File: config.mk
export PLATFORM = sky130hd
export DESIGN_NAME = lsu_unit
export DESIGN_NICKNAME = d
export VERILOG_FILES = /design/src/bus_pkg.sv /design/src/lsu_pkg.sv /design/src/lsu_unit.sv
export VERILOG_INCLUDE_DIRS = /design/src /design/src/include
export SDC_FILE = /design/constraint.sdc
export NUM_CORES = 1
export LEC_CHECK = 0
export ABC_AREA = 1
export BUFFER_PORTS_ARGS = -buffer_cell sky130_fd_sc_hd__buf_2
export CORE_AREA = 5 5 180 182
export CTS_CLUSTER_SIZE = 20
export DETAILED_ROUTE_END_ITERATION = 16
export DIE_AREA = 0 0 185 187
export PLACE_DENSITY = 0.64
export SLEW_MARGIN = 10
export SYNTH_ARGS = -nofsm -noshare
export SYNTH_HDL_FRONTEND = slang
export SYNTH_SLANG_ARGS = --single-unit
export TNS_END_PERCENT = 20
File: constraint.sdc
create_clock -name clk -period 8.2 [get_ports clk]
set_input_delay 1.23 -clock clk [delete_from_list [all_inputs] [get_ports clk]]
set_output_delay 1.23 -clock clk [all_outputs]
set_load 0.03 [all_outputs]
File: src/include/lsu_macros.svh
// lsu data width, ram depth and latency defaults, load extension macros
`ifndef LSU_MACROS_SVH
`define LSU_MACROS_SVH

`define LSU_XLEN 64

// doublewords
`define LSU_RAM_WORDS 256

// cycles from request transfer to answer, must be at least 1
`define LSU_RAM_LAT 2

// extend the low bits of a named value to LSU_XLEN
`define LSU_SEXT(val, bits) (`LSU_XLEN'($signed(val[(bits)-1:0])))
`define LSU_ZEXT(val, bits) (`LSU_XLEN'(val[(bits)-1:0]))

`endif

File: src/bus_pkg.sv
// bus side types: address, data, strobe, write and read request payloads
`include "lsu_macros.svh"

package bus_pkg;

  typedef logic [`LSU_XLEN-1:0]   addr_t;
  typedef logic [`LSU_XLEN-1:0]   data_t;
  typedef logic [`LSU_XLEN/8-1:0] strb_t;  // one bit per byte lane

  // write channel, 136 bits
  typedef struct packed {
    addr_t addr;
    data_t data;
    strb_t strb;
  } wreq_t;

  typedef struct packed {
    addr_t addr;
  } rreq_t;

endpackage

File: src/lsu_pkg.sv
// pipeline side types: memory operation and access size
package lsu_pkg;

  typedef enum logic {
    OP_LOAD  = 1'b0,
    OP_STORE = 1'b1
  } mem_op_e;

  // access size in bytes is 1 << size
  typedef enum logic [1:0] {
    SZ_B = 2'd0,
    SZ_H = 2'd1,
    SZ_W = 2'd2,
    SZ_D = 2'd3
  } mem_size_e;

endpackage

File: src/lsu_unit.sv
// load/store unit: alignment check, lane shifting, channel requests, load extension
`timescale 1ns/1ps
`include "lsu_macros.svh"

module lsu_unit
  import lsu_pkg::*;
  import bus_pkg::*;
(
  input  logic      clk,
  input  logic      arst_n_i,
  input  logic      req_valid_i,
  output logic      req_ready_o,
  input  mem_op_e   req_op_i,
  input  mem_size_e req_size_i,
  input  addr_t     req_addr_i,
  input  data_t     req_wdata_i,
  input  logic      req_sext_i,
  output logic      wreq_valid_o,
  input  logic      wreq_ready_i,
  output wreq_t     wreq_o,
  input  logic      wresp_valid_i,
  output logic      wresp_ready_o,
  output logic      rreq_valid_o,
  input  logic      rreq_ready_i,
  output rreq_t     rreq_o,
  input  logic      rdata_valid_i,
  output logic      rdata_ready_o,
  input  data_t     rdata_i,
  output logic      resp_valid_o,
  input  logic      resp_ready_i,
  output data_t     resp_rdata_o,
  output logic      resp_err_o
);

  typedef enum logic [1:0] {S_IDLE, S_ISSUE, S_WAIT, S_RESP} state_e;

  state_e    state_q, state_d;
  logic      rdy_q;
  mem_op_e   op_q;
  mem_size_e size_q;
  logic      sext_q;
  logic      err_q;
  addr_t     addr_q;
  data_t     wdata_q;
  data_t     rdata_q;

  logic      accept, misalign, wr_done, rd_done;
  strb_t     strb_base;
  data_t     ld_shift, ld_ext;

  assign accept  = req_valid_i && rdy_q;
  assign wr_done = wresp_valid_i && wresp_ready_o;
  assign rd_done = rdata_valid_i && rdata_ready_o;

  // offset must be a multiple of the size
  always_comb begin
    case (req_size_i)
      SZ_B:    misalign = 1'b0;
      SZ_H:    misalign = req_addr_i[0];
      SZ_W:    misalign = |req_addr_i[1:0];
      default: misalign = |req_addr_i[2:0];
    endcase
  end

  always_comb begin
    case (size_q)
      SZ_B:    strb_base = 8'h01;
      SZ_H:    strb_base = 8'h03;
      SZ_W:    strb_base = 8'h0f;
      default: strb_base = 8'hff;
    endcase
  end

  assign wreq_o.addr = {addr_q[63:3], 3'b000};
  assign wreq_o.data = wdata_q << {addr_q[2:0], 3'b000};
  assign wreq_o.strb = strb_base << addr_q[2:0];
  assign rreq_o.addr = {addr_q[63:3], 3'b000};

  // requested bytes down to lane 0, then extend
  assign ld_shift = rdata_i >> {addr_q[2:0], 3'b000};

  always_comb begin
    case (size_q)
      SZ_B:    ld_ext = sext_q ? `LSU_SEXT(ld_shift, 8) : `LSU_ZEXT(ld_shift, 8);
      SZ_H:    ld_ext = sext_q ? `LSU_SEXT(ld_shift, 16) : `LSU_ZEXT(ld_shift, 16);
      SZ_W:    ld_ext = sext_q ? `LSU_SEXT(ld_shift, 32) : `LSU_ZEXT(ld_shift, 32);
      default: ld_ext = ld_shift;
    endcase
  end

  always_comb begin
    state_d = state_q;
    case (state_q)
      S_IDLE:  if (accept) state_d = misalign ? S_RESP : S_ISSUE;
      S_ISSUE: begin
        if ((op_q == OP_STORE) ? wreq_ready_i : rreq_ready_i) state_d = S_WAIT;
      end
      S_WAIT:  if (wr_done || rd_done) state_d = S_RESP;
      default: if (resp_ready_i) state_d = S_IDLE;
    endcase
  end

  always_ff @(posedge clk or negedge arst_n_i) begin
    if (!arst_n_i) begin
      state_q <= S_IDLE;
      rdy_q   <= 1'b0;  // rises one cycle after reset
      op_q    <= OP_LOAD;
      size_q  <= SZ_B;
      sext_q  <= 1'b0;
      err_q   <= 1'b0;
    end else begin
      state_q <= state_d;
      rdy_q   <= (state_d == S_IDLE);
      if (accept) begin
        op_q   <= req_op_i;
        size_q <= req_size_i;
        sext_q <= req_sext_i;
        err_q  <= misalign;
      end
    end
  end

  always_ff @(posedge clk) begin
    if (accept) begin
      addr_q  <= req_addr_i;
      wdata_q <= req_wdata_i;
      rdata_q <= '0;  // stores and errors answer zero
    end
    if (rd_done) rdata_q <= ld_ext;
  end

  assign req_ready_o   = rdy_q;
  assign wreq_valid_o  = (state_q == S_ISSUE) && (op_q == OP_STORE);
  assign rreq_valid_o  = (state_q == S_ISSUE) && (op_q == OP_LOAD);
  assign wresp_ready_o = (state_q == S_WAIT) && (op_q == OP_STORE);
  assign rdata_ready_o = (state_q == S_WAIT) && (op_q == OP_LOAD);
  assign resp_valid_o  = (state_q == S_RESP);
  assign resp_rdata_o  = rdata_q;
  assign resp_err_o    = err_q;

endmodule
**Word level (Yosys, flattened, before mapping)**

Cells that the tools add are included.

- Output and inout port bits: 271
- Latch bits: 0
- Memories: 0
- Memory bits (writable): 0
- Register bits after elaboration: 200
- Memory bits (read-only): 0
- Input bits: 204
- Logic and storage cells: 50

- Divide/modulo/power cells: 0
- Equality and inequality tests: 7
- Multiplexer cells: 15
- Bitwise logic cells: 1
- Add/sub/neg operators: 0
- Multipliers: 0
- Shift-type cells: 3
- Reduce and logical (&&, ||, !) cells: 15
- $lt $le $gt $ge: 0

Operators with widths:

| cell | number |
|---|---|
| 64-bit two-way mux | 5 |
| 64-bit one-hot mux with 3 select lines | 1 |
| 64-bit by 6-bit left shift with 64-bit output | 1 |
| 64-bit by 6-bit right shift with 64-bit output | 1 |
| 8-bit one-hot mux with 3 select lines | 1 |
| 2-bit two-way mux | 5 |
| 2-bit == test (second input constant) | 4 |
| 2-bit zero test | 4 |
| 8-bit by 3-bit left shift with 8-bit output | 1 |
| 1-bit logical AND | 7 |
| 2-bit by 1-bit == test with 1-bit output (second input constant) | 3 |
| 2-bit one-hot mux with 3 select lines | 1 |
| 1-bit one-hot mux with 3 select lines | 1 |
| 3-bit OR reduction | 1 |
| 2-bit nonzero test | 1 |
| 2-bit OR reduction | 1 |
| 1-bit logical OR | 1 |
| 1-bit two-way mux | 1 |
| 1-bit NOT | 1 |

**Longest topological paths before layout**

- Depth after elaboration: 7
- Depth in mapped cells: 13
- Mapped depth without buffers: 11

**Least setup slack after synthesis**

OpenSTA, ideal clock, no wires.

- Path kind: input -> register
- Start point: input port req_valid_i
- End point: register addr_q[0], enable pin
- Arrival: 3802 ps
- Path slack: 3147 ps
- Stages on the path: 2
- Cell sequence: nand2_1 > clkinv_1

- Longest elaborated chain between the ends: 1

RTL lines:

| item | RTL line | source |
|---|---|---|
| start: declaration | lsu_unit.sv:11 | `input logic req_valid_i,` |
| 1-bit logical AND | lsu_unit.sv:51 | `assign accept = req_valid_i && rdy_q;` |
| via accept | lsu_unit.sv:47 | `logic accept, misalign, wr_done, rd_done;` |
| end signal: assignment | lsu_unit.sv:125 | `addr_q <= req_addr_i;` |
| end: declaration | lsu_unit.sv:43 | `addr_t addr_q;` |

The timed path passes the listed nets, and every way through them passes these cells.
A chain may end at the register's enable or synchronous reset.

==> run summary <==
Die W - 185 um
Fin cells - 1978
Routed Antenna Nets - 0
Crit path largest cell delay - 0.73 ns
Detailed Route Iter0 Violations - 965
RSZ-0062 raised after global routing - false
TNS Setup - 0 ns
Sequential power share - 0.361
Fin util - 0.443
Clock power share - 0.208
Power density cells - 311 mW/mm^2
DR DRC count - 0
Crit-path cells - buf_4 > buf_4 > mux2i_1 > nand2_1 > nand3_1 > o21ai_0 > buf_2
Row Count - 64
Vias after detailed routing - 10149
Synth top area share - 0.508
Metal3 WL - 3930 um
Sw Ratio - 0.455
Post-synthesis cell count - 1266
Clk sink count - 200
Slew Limit Fails - 0
Max IR drop VDD - 163 uV
Layout cells sized above 1 - 0.347
Drt via density - 5.13
Max-Cap Viols - 0
CTS H-tree depth - 4
Synth warn - 0
Slew @ Worst Pin - 1.16 ns
EDFF count, synth - 192
Pin count of the biggest net entering global routing - 84
CTS tree - done
P&R area growth vs syn - 18.9%
CTS max path bufs - 2
Mean Syn Cell Area - 8.97 um^2
Hold Buf Count CTS - 0
Status - complete, no violations
Clock transition at path regs - 0.07 ns
Drt first pass iters - 5
Final critical-path required period - 4.34 ns
Final setup vio count - 0
Post-Syn Area - 0.0114 mm^2
Top Metal Used - met4
Leak pwr - 6.25 nW
HP Class - register to register
Port bufs - 468
Fin. Hold Viols - 0
Met1 wire length - 15500 um
Ys async rst share - 0.0400
Cell with the most instances after synthesis - nand2_1
CP Data Arrival Time - 3.11 ns
CP max stage cell - buf_4
Crit path max-delay family - buffers and inverters
Total grt overflow - 0
Placement Setup Slack - 4.36 ns
Synth cell types - 40
Resize count post-CTS - 0
Critical Path RT - 6.97 ns
Gr usage total - 0.216
Vias in the first global route - 9650
CTS buffer count - 17
Critical path endpoint category - output port
Largest area contributor in the netlist - edfxtp_1
Final wirelength - 38800 um
Final worst path period share - 0.529
DP Wirelength - 29200 um
Sequential element share of the synthesized area - 0.525
NumNets Final - 1771
Post-route cell area - 0.0135 mm^2
Total power - 4.20 mW
Postcts setup bufs - 0
Synth Flop Type - edfxtp_1
Most Frequent Cell on Critical Path - buf_4
WL per Instance - 19.6 um
Worst Path Class, Setup - register to output port
Slew headroom - 0.229
Area of the core - 0.0304 mm^2
Switch Pwr - 1.91 mW
Int Pwr - 2.29 mW
Clk root buf - clkbuf_16
IO Count - 475
CP bufs+invs - 3
Maximum clock frequency - 231 MHz
Post-DP Area - 0.0129 mm^2
Main area contributors after synthesis - edfxtp_1, nand2_1, buf_4
Initial antenna violation count - 3
Full die area - 0.0346 mm^2
Max Clock Skew - 0.0149 ns
Routed wl met2 - 18300 um
CP Launch Type - register
Post-synth top cells - nand2_1, edfxtp_1, nor2_1
Placed Cells - 1944
CP max FO - 83
Hold WS - 0.514 ns
Post-route setup slack - 3.86 ns
Synthesized flop and latch total - 200
First-pass GRT wire length - 57400 um
Gp weighted congestion - 0.968
Proportion of power drawn by combinational gates - 0.431
Die Y - 187 um
Clock insertion delay at the later pin of the skew report - 0.44 ns
Starting Density - 0.373
-- worst paths after layout --
| kind | slack [ns] | end | cells past startpoint | start |
|---|---|---|---|---|
| max in group asynchronous | 7.39 | size_q[0] | 1 | arst_n_i |
| worst min-delay path | 0.51 | resp_err_o | 2 | resp_err_o |
| worst max register to register | 4.86 | resp_rdata_o[42] | 9 | addr_q[0] |
| worst min register to register | 0.51 | resp_err_o | 2 | resp_err_o |
| worst max-delay path | 3.86 | wreq_o[53] | 7 | addr_q[0] |
| min in group asynchronous | 0.62 | sext_q | 1 | arst_n_i |
-- worst reg2reg max path: cells and delay by family, from the launching register on --
kind	cells	cell delay [ns]
flops	1	0.36
simple gates	7	1.31
buf+inv	2	1.40
-- registers in the layout, indices dropped and copies added, names as in the netlist --
signal and cells:
resp_rdata_o 64, req_ready_o 1, size_q 2, addr_q 64, state_q 2, sext_q 1
resp_err_o 1, wdata_q 64, op_q 1
-- layout make-up --
cell class / count / area (um^2)
Fill cell: 3044 / 16900
Sequential cell: 200 / 5970
Multi-Input combinational cell: 797 / 3710
Timing Repair Buffer: 481 / 2440
Tap cell: 396 / 495
Clock buffer: 17 / 425
Inverter: 70 / 268
Clock inverter: 15 / 181
Antenna cell: 2 / 5.00
-- logic make-up (layout without fill, tap and decap cells) --
group,after synthesis,in the layout,share of synthesized area
AOI/OAI and AO/OA,200,200,0.0962
buffers and inverters,274,583,0.149
DFF,200,200,0.525
muxes,25,25,0.0220
other,1,8,0.000330
and+or+nand+nor,566,566,0.207
-- routing by layer --
layer / GRT usage / vias up
li1: - / 4706
met1: 0.292 / 4746
met2: 0.350 / 634
met3: 0.0443 / 63
met4: 0.0638 / 0
met5: 0 / -
-- placed cells by master, fill, tap and decap left out, types with 2 or more instances in the layout --
cell type	count
inv_4	2
inv_2	4
diode_2	2
edfxtp_1	192
inv_8	4
a211oi_1	4
buf_2	468
o31a_1	2
a22oi_1	2
inv_1	63
clkinv_1	3
nand2_1	308
nor2_1	146
inv_6	3
a21oi_1	51
nand3_1	74
mux2i_1	25
o21ai_1	14
nand2_2	5
or2_2	18
clkinv_8	4
nor3_1	5
conb_1	6
nand3_2	3
o22ai_1	9
clkbuf_16	17
buf_4	13
o211ai_1	20
o21ai_0	95
dfrtp_1	8
-- power groups by stage --
stage                     Clock, mW  Combinational [mW]  Sequential [mW]
after floorplan                   0                1.22             1.71
after global placement            0                1.80             1.53
after detailed placement          0                1.81             1.54
after CTS                     0.892                1.82             1.52
after global routing          0.931                1.95             1.54
final                         0.873                1.81             1.51
No activity file was read; power rests on OpenSTA's default activity.
