`src/chan_buf.sv`:
```
// two-entry valid/ready channel buffer with a type-parameterized payload
`timescale 1ns/1ps

module chan_buf #(
  parameter type T = logic [63:0]
) (
  input  logic clk,
  input  logic arst_n_i,
  input  logic in_valid_i,
  output logic in_ready_o,
  input  T     in_data_i,
  output logic out_valid_o,
  input  logic out_ready_i,
  output T     out_data_o
);

  T           mem_q [2];
  logic       wr_ptr_q, rd_ptr_q;
  logic [1:0] cnt_q;  // 0, 1 or 2 entries
  logic       push, pop;

  assign in_ready_o  = (cnt_q != 2'd2);
  assign out_valid_o = (cnt_q != 2'd0);
  assign out_data_o  = mem_q[rd_ptr_q];

  assign push = in_valid_i && in_ready_o;
  assign pop  = out_valid_o && out_ready_i;

  always_ff @(posedge clk or negedge arst_n_i) begin
    if (!arst_n_i) begin
      wr_ptr_q <= 1'b0;
      rd_ptr_q <= 1'b0;
      cnt_q    <= 2'd0;
    end else begin
      if (push) wr_ptr_q <= ~wr_ptr_q;
      if (pop) rd_ptr_q <= ~rd_ptr_q;
      case ({push, pop})
        2'b10:   cnt_q <= cnt_q + 2'd1;
        2'b01:   cnt_q <= cnt_q - 2'd1;
        default: cnt_q <= cnt_q;
      endcase
    end
  end

  always_ff @(posedge clk) begin
    if (push) mem_q[wr_ptr_q] <= in_data_i;
  end

endmodule

```
`config.mk`:
```
export PLATFORM = sky130hd
export DESIGN_NAME = chan_buf
export DESIGN_NICKNAME = d
export VERILOG_FILES = /design/src/chan_buf.sv
export SDC_FILE = /design/constraint.sdc
export NUM_CORES = 1
export LEC_CHECK = 0
export ABC_AREA = 1
export BUFFER_PORTS_ARGS = -buffer_cell sky130_fd_sc_hd__buf_2
export CORE_MARGIN = 2
export CORE_UTILIZATION = 47
export DETAILED_ROUTE_END_ITERATION = 6
export PLACE_DENSITY = 0.76
export SYNTH_ARGS = -nofsm -noshare
export SYNTH_HDL_FRONTEND = slang
export SYNTH_SLANG_ARGS = --single-unit
```
`constraint.sdc`:
```
create_clock -name clk -period 3.75 [get_ports clk]
set_input_delay 0.1875 -clock clk [delete_from_list [all_inputs] [get_ports clk]]
set_output_delay 0.1875 -clock clk [all_outputs]
set_load 0.01 [all_outputs]
```
Yosys cells after proc, flatten, opt, wreduce, memory -nomap -nowiden
Memory sizes are Yosys's and may differ from the RTL's.
Cells that the tools add are included.
{ "op_classes": {"reduce_logical": 4, "eq_ne": 3, "n_addsub": 2, "mux": 3, "bitwise_logic": 2} }
{ "ops": {"columns": ["op", "count"], "rows": [
  ["case mux 2 bit (2 select lines)", 1],
  ["nonzero test 2 bit", 2],
  ["adder 2 x 1 -> 2 bit (second input constant)", 1],
  ["== test 2 x 1 -> 1 bit (second input constant)", 1],
  ["== test 2 bit (second input constant)", 1],
  ["logical AND 1 bit", 2],
  ["two-way mux 1 bit", 2],
  ["inequality test 2 bit (second input constant)", 1],
  ["NOT 1 bit", 2],
  ["subtractor 2 x 1 -> 2 bit (second input constant)", 1]
]} }
{ "totals": {"mem_bits_rw": 128, "out_inout_bits": 66, "elab_cells": 18, "input_bits": 68, "n_memories": 1, "register_bits": 4} }
{ "memory_table": {"columns": ["memory", "words", "word_bits", "read_ports", "rd_ports_with_merged_regs", "wr", "line", "text"], "rows": [
  ["mem_q", 2, 64, 1, 0, 1, "17", "T mem_q [2];"]
]} }

Logic depth before layout (Yosys ltp)
Gate-level depths: netlist (run 1).
{ "depth": {"ltp_word": 4, "mapped_depth": 10, "ltp_nobuf": 10} }

Worst setup path after synthesis (run 1)
No wires, ideal clock.
{ "synth_timing": {"kind": "reg2reg", "from": "register cnt_q[0]", "to": "memory mem_q[1][0] (netlist name), enable pin", "path_stages_with_launch": 5, "setup_slack_ns": -0.042, "t_required_ns": 3.262, "arrival_ns": 3.305, "setup_time_ns": 0.488, "cell_sequence": "dfrtp_1 inv_2 nand2_2 nand2_2 nor2_1"} }
{ "synth_between": {"elab_chain_len": 4} }
{ "synth_rtl": {"columns": ["element", "line", "text"], "rows": [
  ["from (decl)", "19", "logic [1:0] cnt_q;"],
  ["from (signal assigned)", "38", "2'b10: cnt_q <= cnt_q + 2'd1;"],
  ["from (signal assigned)", "39", "2'b01: cnt_q <= cnt_q - 2'd1;"],
  ["from (signal assigned)", "40", "default: cnt_q <= cnt_q;"],
  ["inequality test 2 bit", "22", "assign in_ready_o = (cnt_q != 2'd2);"],
  ["net in_ready_o", "10", "output logic in_ready_o,"],
  ["logical AND 1 bit", "26", "assign push = in_valid_i && in_ready_o;"],
  ["two-way mux 1 bit", "46", "if (push) mem_q[wr_ptr_q] <= in_data_i;"],
  ["two-way mux 1 bit (not written as such)", "46", null],
  ["to (decl)", "17", null]
]} }
The timed path passes the listed nets, and every way through them passes these cells.

==> results.txt, run 1 <==
----------------------------------------------------
[STA]
  Worst Tran Pin Value ... 1.08 ns
  Count of final setup violators ... 0
  Max frequency ... 0.441 GHz
  Post-route fraction of the period consumed by the critical path ... 60.5%
  Total Negative Setup Slacks ... 0 ns
  RSZ-0062 raised after global routing ... false
  Minimum period implied by the final worst setup slack ... 2.27 ns
  Worst Skew ... 0.00822 ns
  Relative slew slack ... 28.3%
  Final hold violation count ... 0
  Pins over their slew limit ... 0

[Logic synthesis]
  Part of the Yosys area used for sequential elements ... 80.8%
  Most common flop cell mapped by yosys ... edfxtp_1
  Syn nets ... 433
  Warning count from the yosys run ... 0
  Area share of the largest cell type after synthesis ... 78.8%
  Async set-reset flop share out of synthesis ... 3.03%
  Seq cells post-synth ... 132
  Synth area leader ... edfxtp_1
  Top cells by area, synth ... edfxtp_1 79%, nand2_1 15%, dfrtp_1 2.1%
  Synth Cell Area ... 4880 um^2
  Cell variety after synth ... 15
  Mean post-synth cell area ... 13.4 um^2
  Synth cell count leaders ... 200 x nand2_1, 128 x edfxtp_1, 7 x buf_2
  Number of flops mapped to enable cells by yosys ... 128
  Cell count after synthesis ... 364
  Top-count cell post-synth ... nand2_1

[Route]
  First-iteration detailed-routing DRC count ... 183
  Drt wl/cell ... 14.0 um
  Total length of routed wires ... 10,100 um
  Number of detailed-routing iterations run before antenna repair ... 4
  Drt via density ... 4.67
  Detailed-route DRC error count ... 0
  Remaining antenna violation count ... 0
  DR vias ... 3,367

[Setup path]
  Kind of critical path ... flip-flop to output port
  Category of the worst setup path capture point ... output port
  Arrival @ worst endpoint ... 2.08 ns
  Data required time at the worst endpoint ... 3.56 ns
  Timing startpoint of the critical path ... rd_ptr_q
  R2r startpoint ... cnt_q[0]
  Worst-case reg-to-reg path depth ... 5
  Maximum fanout along the worst path ... 65
  Element type at the critical path start ... flip-flop

[Place]
  Instance count after placement with tap cells included ... 622
  GPL Wtd Cong ... 0.706
  Port buffer count ... 133
  Placed wire-length estimate ... 5600 um

[Floorplanning]
  Standard-cell row count ... 37
  Initial Utilization ... 47.9%
  X dimension of the die ... 106 um
  Die span in y ... 106 um
  Floorplan Core Area ... 10,200 um^2
  Die footprint ... 11,200 um^2
  Number of I/O pins ... 134

[Global routing]
  Sum of overflow across all layers after global routing ... 0
  Largest net degree at the start of global routing ... 66
  Global-route wire length before repair ... 15,700 um
  Number of antenna violations at the first check in global routing ... 0
  Overall global routing resource usage ... 18.7%
  Vias in the first global route ... 3,396

[Clock tree]
  Number of sinks handled by clock tree synthesis ... 132
  Total clock buffers created by CTS ... 17
  CTS Buffer Depth ... 2
  Root Buffer ... clkbuf_8
  CTS tree ... built
  Count of cells resized by post-cts repair ... 0
  Worst-skew pair later-pin latency ... 0.50 ns
  Clock transition at the registers of the reported paths ... 0.05 ns
  H-Tree Depth ... 4

[Run status]
  Run status ... finished clean

[Worst hold path]
  Path category of the worst min-delay check ... primary input to async pin

[Power]
  Highest ir drop seen on vdd ... 0.000399 V
  Power density of the placed cells ... 762 nW/um^2
  Cell leakage power ... 0.00301 uW

[Cells and area]
  Nets ... 641
  Share of cells above drive strength 1 ... 29.7%
  Diode insertion count for antenna repair ... 0
  Layout Area Growth over Synthesis ... 42.5%
  Non-filler instance count after layout ... 721

[Run]
  Number of maximum-capacitance constraint violations ... 0

----------------------------------------------------
cell type report:
type / count / area, um^2
Tap cell: 136 / 170
Timing Repair Buffer: 203 / 1380
Sequential cell: 132 / 3950
Clock inverter: 14 / 175
Inverter: 7 / 26.3
Multi-Input combinational cell: 211 / 832
Clock buffer: 18 / 418
Fill cell: 750 / 3230
cell families after synthesis:
| group | count (synthesis) | share of synthesized area [%] |
|---|---|---|
| DFF | 132 | 80.8 |
| AOI/OAI and AO/OA | 1 | 0.102 |
| xor gates and xnor gates | 1 | 0.180 |
| and+or+nand+nor | 208 | 16.2 |
| buffers and inverters | 21 | 2.41 |
| adders and majority gates | 1 | 0.256 |
stage by stage:
step / setup WS (ns) / cell area (um^2) / util, % / hold WS, ns / total power, uW
2_1_floorplan: 1.04 / 4880 / - / -0.108 / 3070
3_3_place_gp: 1.81 / 5690 / 55.8 / -0.00564 / 3620
3_5_place_dp: 1.76 / 5690 / 55.8 / -0.00324 / 3660
4_1_cts: 1.42 / 6950 / 68.2 / 0.0241 / 5340
5_1_grt: 1.26 / 6950 / 68.2 / 0.0242 / 5600
6_report: 1.48 / 6950 / 68.2 / 0.0269 / 5300
registers in the layout, summed over array words and instances (netlist names):
name	cells
cnt_q	2
mem_q	128
rd_ptr_q	1
wr_ptr_q	1
placed cells by master, fill, tap and decap left out, types with 3 or more instances in the layout:
cell type | Yosys | routed
dlygate4sd3_1 | 0 | 67
dfrtp_1 | 4 | 3
bufinv_16 | 0 | 3
inv_1 | 5 | 5
edfxtp_1 | 128 | 128
nand2_1 | 200 | 200
clkinvlp_4 | 0 | 3
clkbuf_16 | 0 | 16
inv_6 | 0 | 4
buf_2 | 7 | 133
what timing repair did:
| action | 4_1_cts | 5_1_grt |
|---|---|---|
| buffers inserted | 0 | 0 |
| hold buffers | 67 | 0 |
| hold endpoints to repair | 134 | 0 |
per-layer routing:
metal / vias up / share of wire, % / global-route usage, %
met5: - / 0 / 0
li1: 1643 / - / -
met1: 1597 / 37 / 20.2
met2: 111 / 56 / 35.3
met3: 16 / 5.7 / 4.64
met4: 0 / 1.3 / 6.77
worst paths after layout:
path | endpoint | slack, ns
max | out_data_o[5] | 1.48
min | cnt_q[0] | 0.03
max reg2reg | mem_q[0][58] | 1.79
min reg2reg | cnt_q[1] | 0.55
max in group asynchronous | rd_ptr_q | 3.59
min in group clk | mem_q[1][54] | 0.41
where the power goes:
group,leakage [uW],switching [uW],internal (uW),total [uW]
Clock,0.000283,605,1020,1620
Sequential,0.00124,87.3,2020,2100
Combinational,0.00149,1020,545,1570
worst max-delay path, cell delays in order (launching register included):
cell and delay (ns):
dfrtp_2 0.40, inv_2 0.75, nand2_1 0.14, nand2_1 0.11, buf_2 0.13
Note: power is estimated with default switching activity, not from simulation.
==> inputs of run 2 (changes only) <==
==> constraint.sdc (replaced) <==
create_clock -name clk -period 2.05 [get_ports clk]
set_input_delay 0.1025 -clock clk [delete_from_list [all_inputs] [get_ports clk]]
set_output_delay 0.1025 -clock clk [all_outputs]
set_load 0.01 [all_outputs]
==> run 2 against run 1 <==
  * Cell count rose by 0.55%
  * Flip-flop and latch count did not move
  * Clock power up 80%
  * Critical path type unchanged
  * Critical path depth up 1
  * Core utilization rose by 0.26 points
  * Critical endpoint is now out_data_o[59]
  * Non-clock buffer count up 5
==> results.txt, run 2 (same netlist as run 1, synthesis figures left out) <==
----------------------------------------------------
[Floorplanning]
  Number of I/O pins ... 134 (unchanged)
  Standard-cell row count ... 37 (unchanged)
  X dimension of the die ... 106 um (unchanged)
  Initial Utilization ... 47.9% (unchanged)
  Floorplan Core Area ... 10,200 um^2 (unchanged)
  Die span in y ... 106 um (unchanged)
  Die footprint ... 11,200 um^2 (unchanged)

[Setup path]
  R2r endpoint ... mem_q[0][52]
  Data required time at the worst endpoint ... 1.95 ns (-1.61 ns)
  R2r startpoint ... cnt_q[0]
  Timing startpoint of the critical path ... rd_ptr_q
  Flop-to-flop setup slack ... 0.57 ns (-1.22 ns)
  Element type at the critical path start ... flip-flop
  Kind of critical path ... flip-flop to output port
  Maximum fanout along the worst path ... 33 (-49%)
  Worst-case reg-to-reg path depth ... 5 (unchanged)
  Category of the worst setup path capture point ... output port
  Arrival @ worst endpoint ... 1.63 ns (-0.45 ns)

[Route]
  Drt via density ... 4.68 (+0.25%)
  First-iteration detailed-routing DRC count ... 221 (+21%)
  Drt wl/cell ... 14.2 um (+1.8%)
  Number of detailed-routing iterations run before antenna repair ... 7 (+3)
  Remaining antenna violation count ... 0 (unchanged)
  DR vias ... 3,394 (+0.80%)
  Total length of routed wires ... 10,300 um (+2.3%)
  Detailed-route DRC error count ... 0 (unchanged)

[Cells and area]
  Top Registers ... mem_q (128), cnt_q (2)
  Leading cell type in the layout, fill and taps excluded ... nand2_1
  Post-route design area ... 6980 um^2 (+0.38%)
  Final core utilization ... 68.5% (+0.26 points)
  Layout Area Growth over Synthesis ... 43.0%
  Commonest non-fill, non-tap cells in the layout ... 200 x nand2_1, 133 x buf_2, 128 x edfxtp_1
  Largest register FFs ... 128 (unchanged)
  Share of cells above drive strength 1 ... 30.1% (+0.31 points)
  Diode insertion count for antenna repair ... 0 (unchanged)
  Non-filler instance count after layout ... 725 (+0.55%)
  Nets ... 646 (+0.78%)
  Number of filler cells placed in the layout ... 722 (-3.7%)
  Register with the most flip-flops ... mem_q

[Clock tree]
  Number of sinks handled by clock tree synthesis ... 132 (unchanged)
  CTS tree ... built
  Total clock buffers created by CTS ... 17 (unchanged)
  Clock transition at the registers of the reported paths ... 0.06 ns (about the same)
  Worst-skew pair later-pin latency ... 0.50 ns (about the same)
  CTS Buffer Depth ... 2 (unchanged)
  Count of cells resized by post-cts repair ... 0 (unchanged)
  Root Buffer ... clkbuf_8
  H-Tree Depth ... 4 (unchanged)

[Power]
  Comb power frac ... 30.3% (+0.7 points)
  Highest ir drop seen on vdd ... 0.000641 V (+61%)
  Fraction of power spent switching nets ... 32.4% (-0.044 points)
  Power share of the clock group ... 30.0% (-0.7 points)
  Power density of the placed cells ... 1390 nW/um^2 (+82%)
  Cell internal power dissipation ... 6550 uW (+83%)
  Switching pwr ... 3140 uW (+83%)
  Sequential share of power ... 39.6% (about the same)
  Cell leakage power ... 0.00302 uW (+0.46%)

[STA]
  Total Negative Setup Slacks ... 0 ns (unchanged)
  Count of final setup violators ... 0 (unchanged)
  Relative slew slack ... 74.0% (+46 points)
  Worst slack on hold paths ... 0.319 ns (+0.292 ns)
  Post-route fraction of the period consumed by the critical path ... 84.6%
  Final hold violation count ... 0 (unchanged)
  Minimum period implied by the final worst setup slack ... 1.74 ns
  Max frequency ... 0.576 GHz
  Pins over their slew limit ... 0 (unchanged)
  Worst Skew ... 0.00683 ns (-0.00139 ns)
  Worst Tran Pin Value ... 0.390 ns (-0.686 ns)
  RSZ-0062 raised after global routing ... false

[Global routing]
  Vias in the first global route ... 3,414 (+0.53%)
  Overall global routing resource usage ... 19.0% (+0.29 points)
  Global-route wire length before repair ... 15,900 um (+1.2%)
  Largest net degree at the start of global routing ... 65 (-1.5%)
  Sum of overflow across all layers after global routing ... 0 (unchanged)
  Number of antenna violations at the first check in global routing ... 0 (unchanged)

[Place]
  Port buffer count ... 133 (unchanged)
  Instance count after placement with tap cells included ... 626 (+0.64%)
  Cell area after placement ... 5720 um^2 (+0.53%)
  GPL Wtd Cong ... 0.709 (+0.35%)
  Placed wire-length estimate ... 5880 um (+5.1%)

[Worst hold path]
  Critical hold path startpoint ... in_data_i[35]
  Count of cells along the worst hold path ... 2
  Worst min-delay path endpoint ... mem_q[0][35]
  Path category of the worst min-delay check ... primary input to flip-flop

[Run status]
  Run status ... finished clean

[Run]
  Number of maximum-capacitance constraint violations ... 0 (unchanged)

----------------------------------------------------
## run 2: worst max path at each step
| stage | endpoint | slack, ns | cells after the start |
|---|---|---|---|
| 2_1_floorplan | mem_q[1][0] | 0.05 | 4 |
| 3_3_place_gp | mem_q[1][32] | 0.64 | 5 |
| 3_5_place_dp | mem_q[1][35] | 0.57 | 5 |
| 4_1_cts | out_data_o[33] | 0.27 | 5 |
| 5_1_grt | out_data_o[29] | 0.17 | 5 |
| 6_report | out_data_o[59] | 0.31 | 5 |
## run 2: routing by layer
metal | GRT usage (%) | share of wire (%) | vias up
li1 | - | - | 1650
met1 | 22.1 | 40 | 1618
met2 | 33.3 | 53 | 110
met3 | 5.81 | 5.6 | 16
met4 | 6.77 | 1.5 | 0
met5 | 0 | 0 | -
## run 2: worst max-delay path, cell delays in order, from the launching register on
cell and delay, ns:
dfrtp_2 0.41, inv_2 0.06, buf_4 0.32, nand2_1 0.11, nand2_1 0.09, buf_2 0.13
## run 2: power by group through the flow
stage	logic, uW	registers (uW)	clock network (uW)
after floorplan	1740	3870	0
after global placement	2790	3870	0
after detailed placement	2860	3900	0
after CTS	2960	3840	2960
after global routing	3250	3900	3100
final	2940	3840	2910
## run 2: repair_timing
action,CTS,global route
hold endpoints to repair,134,0
buffers inserted,0,0
hold buffers,68,0
## run 2: per-stage QoR
stage | worst slack, ns | power (uW)
after floorplan | 0.0457 | 5610
after global placement | 0.641 | 6660
after detailed placement | 0.572 | 6750
after CTS | 0.271 | 9770
after global routing | 0.172 | 10300
final | 0.315 | 9690
## run 2: cell type report
type	instances	area (um^2)	area share, %
clock buffers	18	418	5.99
clock inverters	13	161	2.31
inverters	7	26.3	0.377
multi-input cells	211	832	11.9
flip-flops and latches	132	3950	56.5
well taps	136	170	2.44
repair buffers	208	1420	20.4
==> inputs of run 3 (changes only) <==
==> constraint.sdc (replaced) <==
create_clock -name clk -period 1.55 [get_ports clk]
set_input_delay 0.0775 -clock clk [delete_from_list [all_inputs] [get_ports clk]]
set_output_delay 0.0775 -clock clk [all_outputs]
set_load 0.01 [all_outputs]
==> run 3 against run 2 <==
  * The run now ends with setup timing left
  * Clock skew grew 0.00088 ns
  * Clock power grew 36%
  * Via count grew 3.6%
  * Power grew 46%
  * Hold slack lost 0.032 ns
  * Combinational power grew 74%
  * Critical path depth grew 1
  * Critical path type unchanged
  * Largest cell class unchanged
  * Largest power group is now combinational logic
==> results.txt, run 3 (same netlist as run 1, synthesis figures left out) <==
----------------------------------------------------
[Run status]
  Run status ... finished, violations left
  Violations in the final reports ... setup timing

[Cells and area]
  Layout Area Growth over Synthesis ... 52.0%
  Nets ... 658 (+1.9%)
  Largest register FFs ... 128 (unchanged)
  Register with the most flip-flops ... mem_q
  Share of cells above drive strength 1 ... 34.9% (+4.8 points)
  Top Registers ... mem_q (128), cnt_q (2)
  Commonest non-fill, non-tap cells in the layout ... 180 x nand2_1, 128 x edfxtp_1, 125 x buf_2
  Leading cell type in the layout, fill and taps excluded ... nand2_1
  Post-route design area ... 7420 um^2 (+6.3%)
  Diode insertion count for antenna repair ... 0 (unchanged)

[Floorplanning]
  X dimension of the die ... 106 um (unchanged)
  Initial Utilization ... 47.9% (unchanged)
  Die footprint ... 11,200 um^2 (unchanged)
  Standard-cell row count ... 37 (unchanged)
  Number of I/O pins ... 134 (unchanged)
  Floorplan Core Area ... 10,200 um^2 (unchanged)
  Die span in y ... 106 um (unchanged)

[STA]
  Worst Tran Pin Value ... 0.284 ns (-0.105 ns)
  Relative slew slack ... 81.0% (+7.0 points)
  RSZ-0062 raised after global routing ... true
  Final worst setup slack ... -0.102 ns (-0.417 ns)
  Max frequency ... 0.605 GHz
  Total Negative Setup Slacks ... -3.50 ns (-3.50 ns)
  Minimum period implied by the final worst setup slack ... 1.65 ns
  Post-route fraction of the period consumed by the critical path ... 107%
  Worst slack on hold paths ... 0.287 ns (-0.0317 ns)
  Pins over their slew limit ... 0 (unchanged)
  Worst Skew ... 0.00772 ns (+0.000882 ns)
  Count of final setup violators ... 64 (+64)
  Final hold violation count ... 0 (unchanged)

[Global routing]
  Global-route wire length before repair ... 16,500 um (+3.9%)
  Largest net degree at the start of global routing ... 41 (-37%)
  Vias in the first global route ... 3,547 (+3.9%)
  Overall global routing resource usage ... 19.6% (+0.64 points)
  Number of antenna violations at the first check in global routing ... 0 (unchanged)
  Sum of overflow across all layers after global routing ... 0 (unchanged)

[Power]
  Overall power ... 14,200 uW (+46%)
  Cell leakage power ... 0.00321 uW (+6.2%)
  Highest ir drop seen on vdd ... 0.00104 V (+62%)
  Power density of the placed cells ... 1910 nW/um^2 (+38%)

[Place]
  Placed wire-length estimate ... 6020 um (+2.3%)
  Cell area after placement ... 5780 um^2 (+1.1%)
  Port buffer count ... 133 (unchanged)
  Place WS ... 0.156 ns (-0.416 ns)
  GPL Wtd Cong ... 0.720 (+1.6%)

[Setup path]
  Element type at the critical path start ... flip-flop
  Data required time at the worst endpoint ... 1.47 ns (-0.48 ns)
  Maximum fanout along the worst path ... 11 (-67%)
  Kind of critical path ... flip-flop to output port
  Category of the worst setup path capture point ... output port
  Flop-to-flop setup slack ... 0.15 ns (-0.42 ns)
  Arrival @ worst endpoint ... 1.57 ns (-0.06 ns)

[Clock tree]
  Clock transition at the registers of the reported paths ... 0.06 ns (about the same)
  H-Tree Depth ... 4 (unchanged)
  Total clock buffers created by CTS ... 17 (unchanged)
  Worst-skew pair later-pin latency ... 0.51 ns (about the same)
  Number of sinks handled by clock tree synthesis ... 132 (unchanged)
  CTS Buffer Depth ... 2 (unchanged)
  Root Buffer ... clkbuf_8
  CTS tree ... built

[Route]
  DR vias ... 3,515 (+3.6%)
  Drt via density ... 4.76 (+1.7%)
  Detailed-route DRC error count ... 0 (unchanged)
  Total length of routed wires ... 11,300 um (+9.2%)
  First-iteration detailed-routing DRC count ... 178 (-19%)
  Number of detailed-routing iterations run before antenna repair ... 4 (-3)
  Remaining antenna violation count ... 0 (unchanged)
  Drt wl/cell ... 15.3 um (+7.3%)

[Worst hold path]
  Path category of the worst min-delay check ... primary input to flip-flop

[Run]
  Number of maximum-capacitance constraint violations ... 0 (unchanged)

----------------------------------------------------
[run 3: report_power, final]
part	internal [uW]	total [uW]	switching (uW)
clock network	2460	3950	1480
registers	4870	5110	240
logic	2190	5120	2940
[run 3: routing by layer]
layer | GRT usage [%] | vias to the layer above | wire length, um
li1 | - | 1683 | -
met1 | 21.9 | 1681 | 4160
met2 | 35.8 | 129 | 6190
met3 | 5.38 | 22 | 690
met4 | 7.33 | 0 | 222
met5 | 0 | - | 0
[run 3: per-stage QoR]
stage	utilization, %	std cells
final	72.8	738
after global routing	72.8	738
after CTS	69.8	729
after detailed placement	56.7	628
after global placement	56.7	628
after floorplan	-	364
[run 3: cell type report]
| cell class | instances | area (um^2) |
|---|---|---|
| inverter | 7 | 38.8 |
| clock buffer | 17 | 414 |
| clock inverter | 15 | 179 |
| timing repair buffer | 219 | 1750 |
| timing repair inverter | 1 | 11.3 |
| sequential | 132 | 3950 |
| multi-input combinational | 211 | 907 |
| fill | 668 | 2770 |
| tap | 136 | 170 |
[run 3: what timing repair did]
action	in CTS	in global routing
hold endpoints to repair	134	0
gates cloned	1	7
setup endpoints to repair	64	64
hold buffers	68	0
pin swaps	0	5
buffers inserted	0	2
resized for setup	7	39
[run 3: final timing paths]
check,startpoint,to,cells past startpoint
max,rd_ptr_q,out_data_o[59],6
min,in_data_i[54],mem_q[0][54],2
max reg2reg,cnt_q[1],cnt_q[1],9
min reg2reg,cnt_q[0],cnt_q[0],1
max in group asynchronous,arst_n_i,rd_ptr_q,3
min in group asynchronous,arst_n_i,cnt_q[1],3
[run 3: critical path: stages (launching register included)]
cell and delay, ns:
dfrtp_2 0.41, buf_12 0.15, inv_8 0.08, clkbuf_16 0.16
nand2_1 0.06, nand2_1 0.09, buf_6 0.11
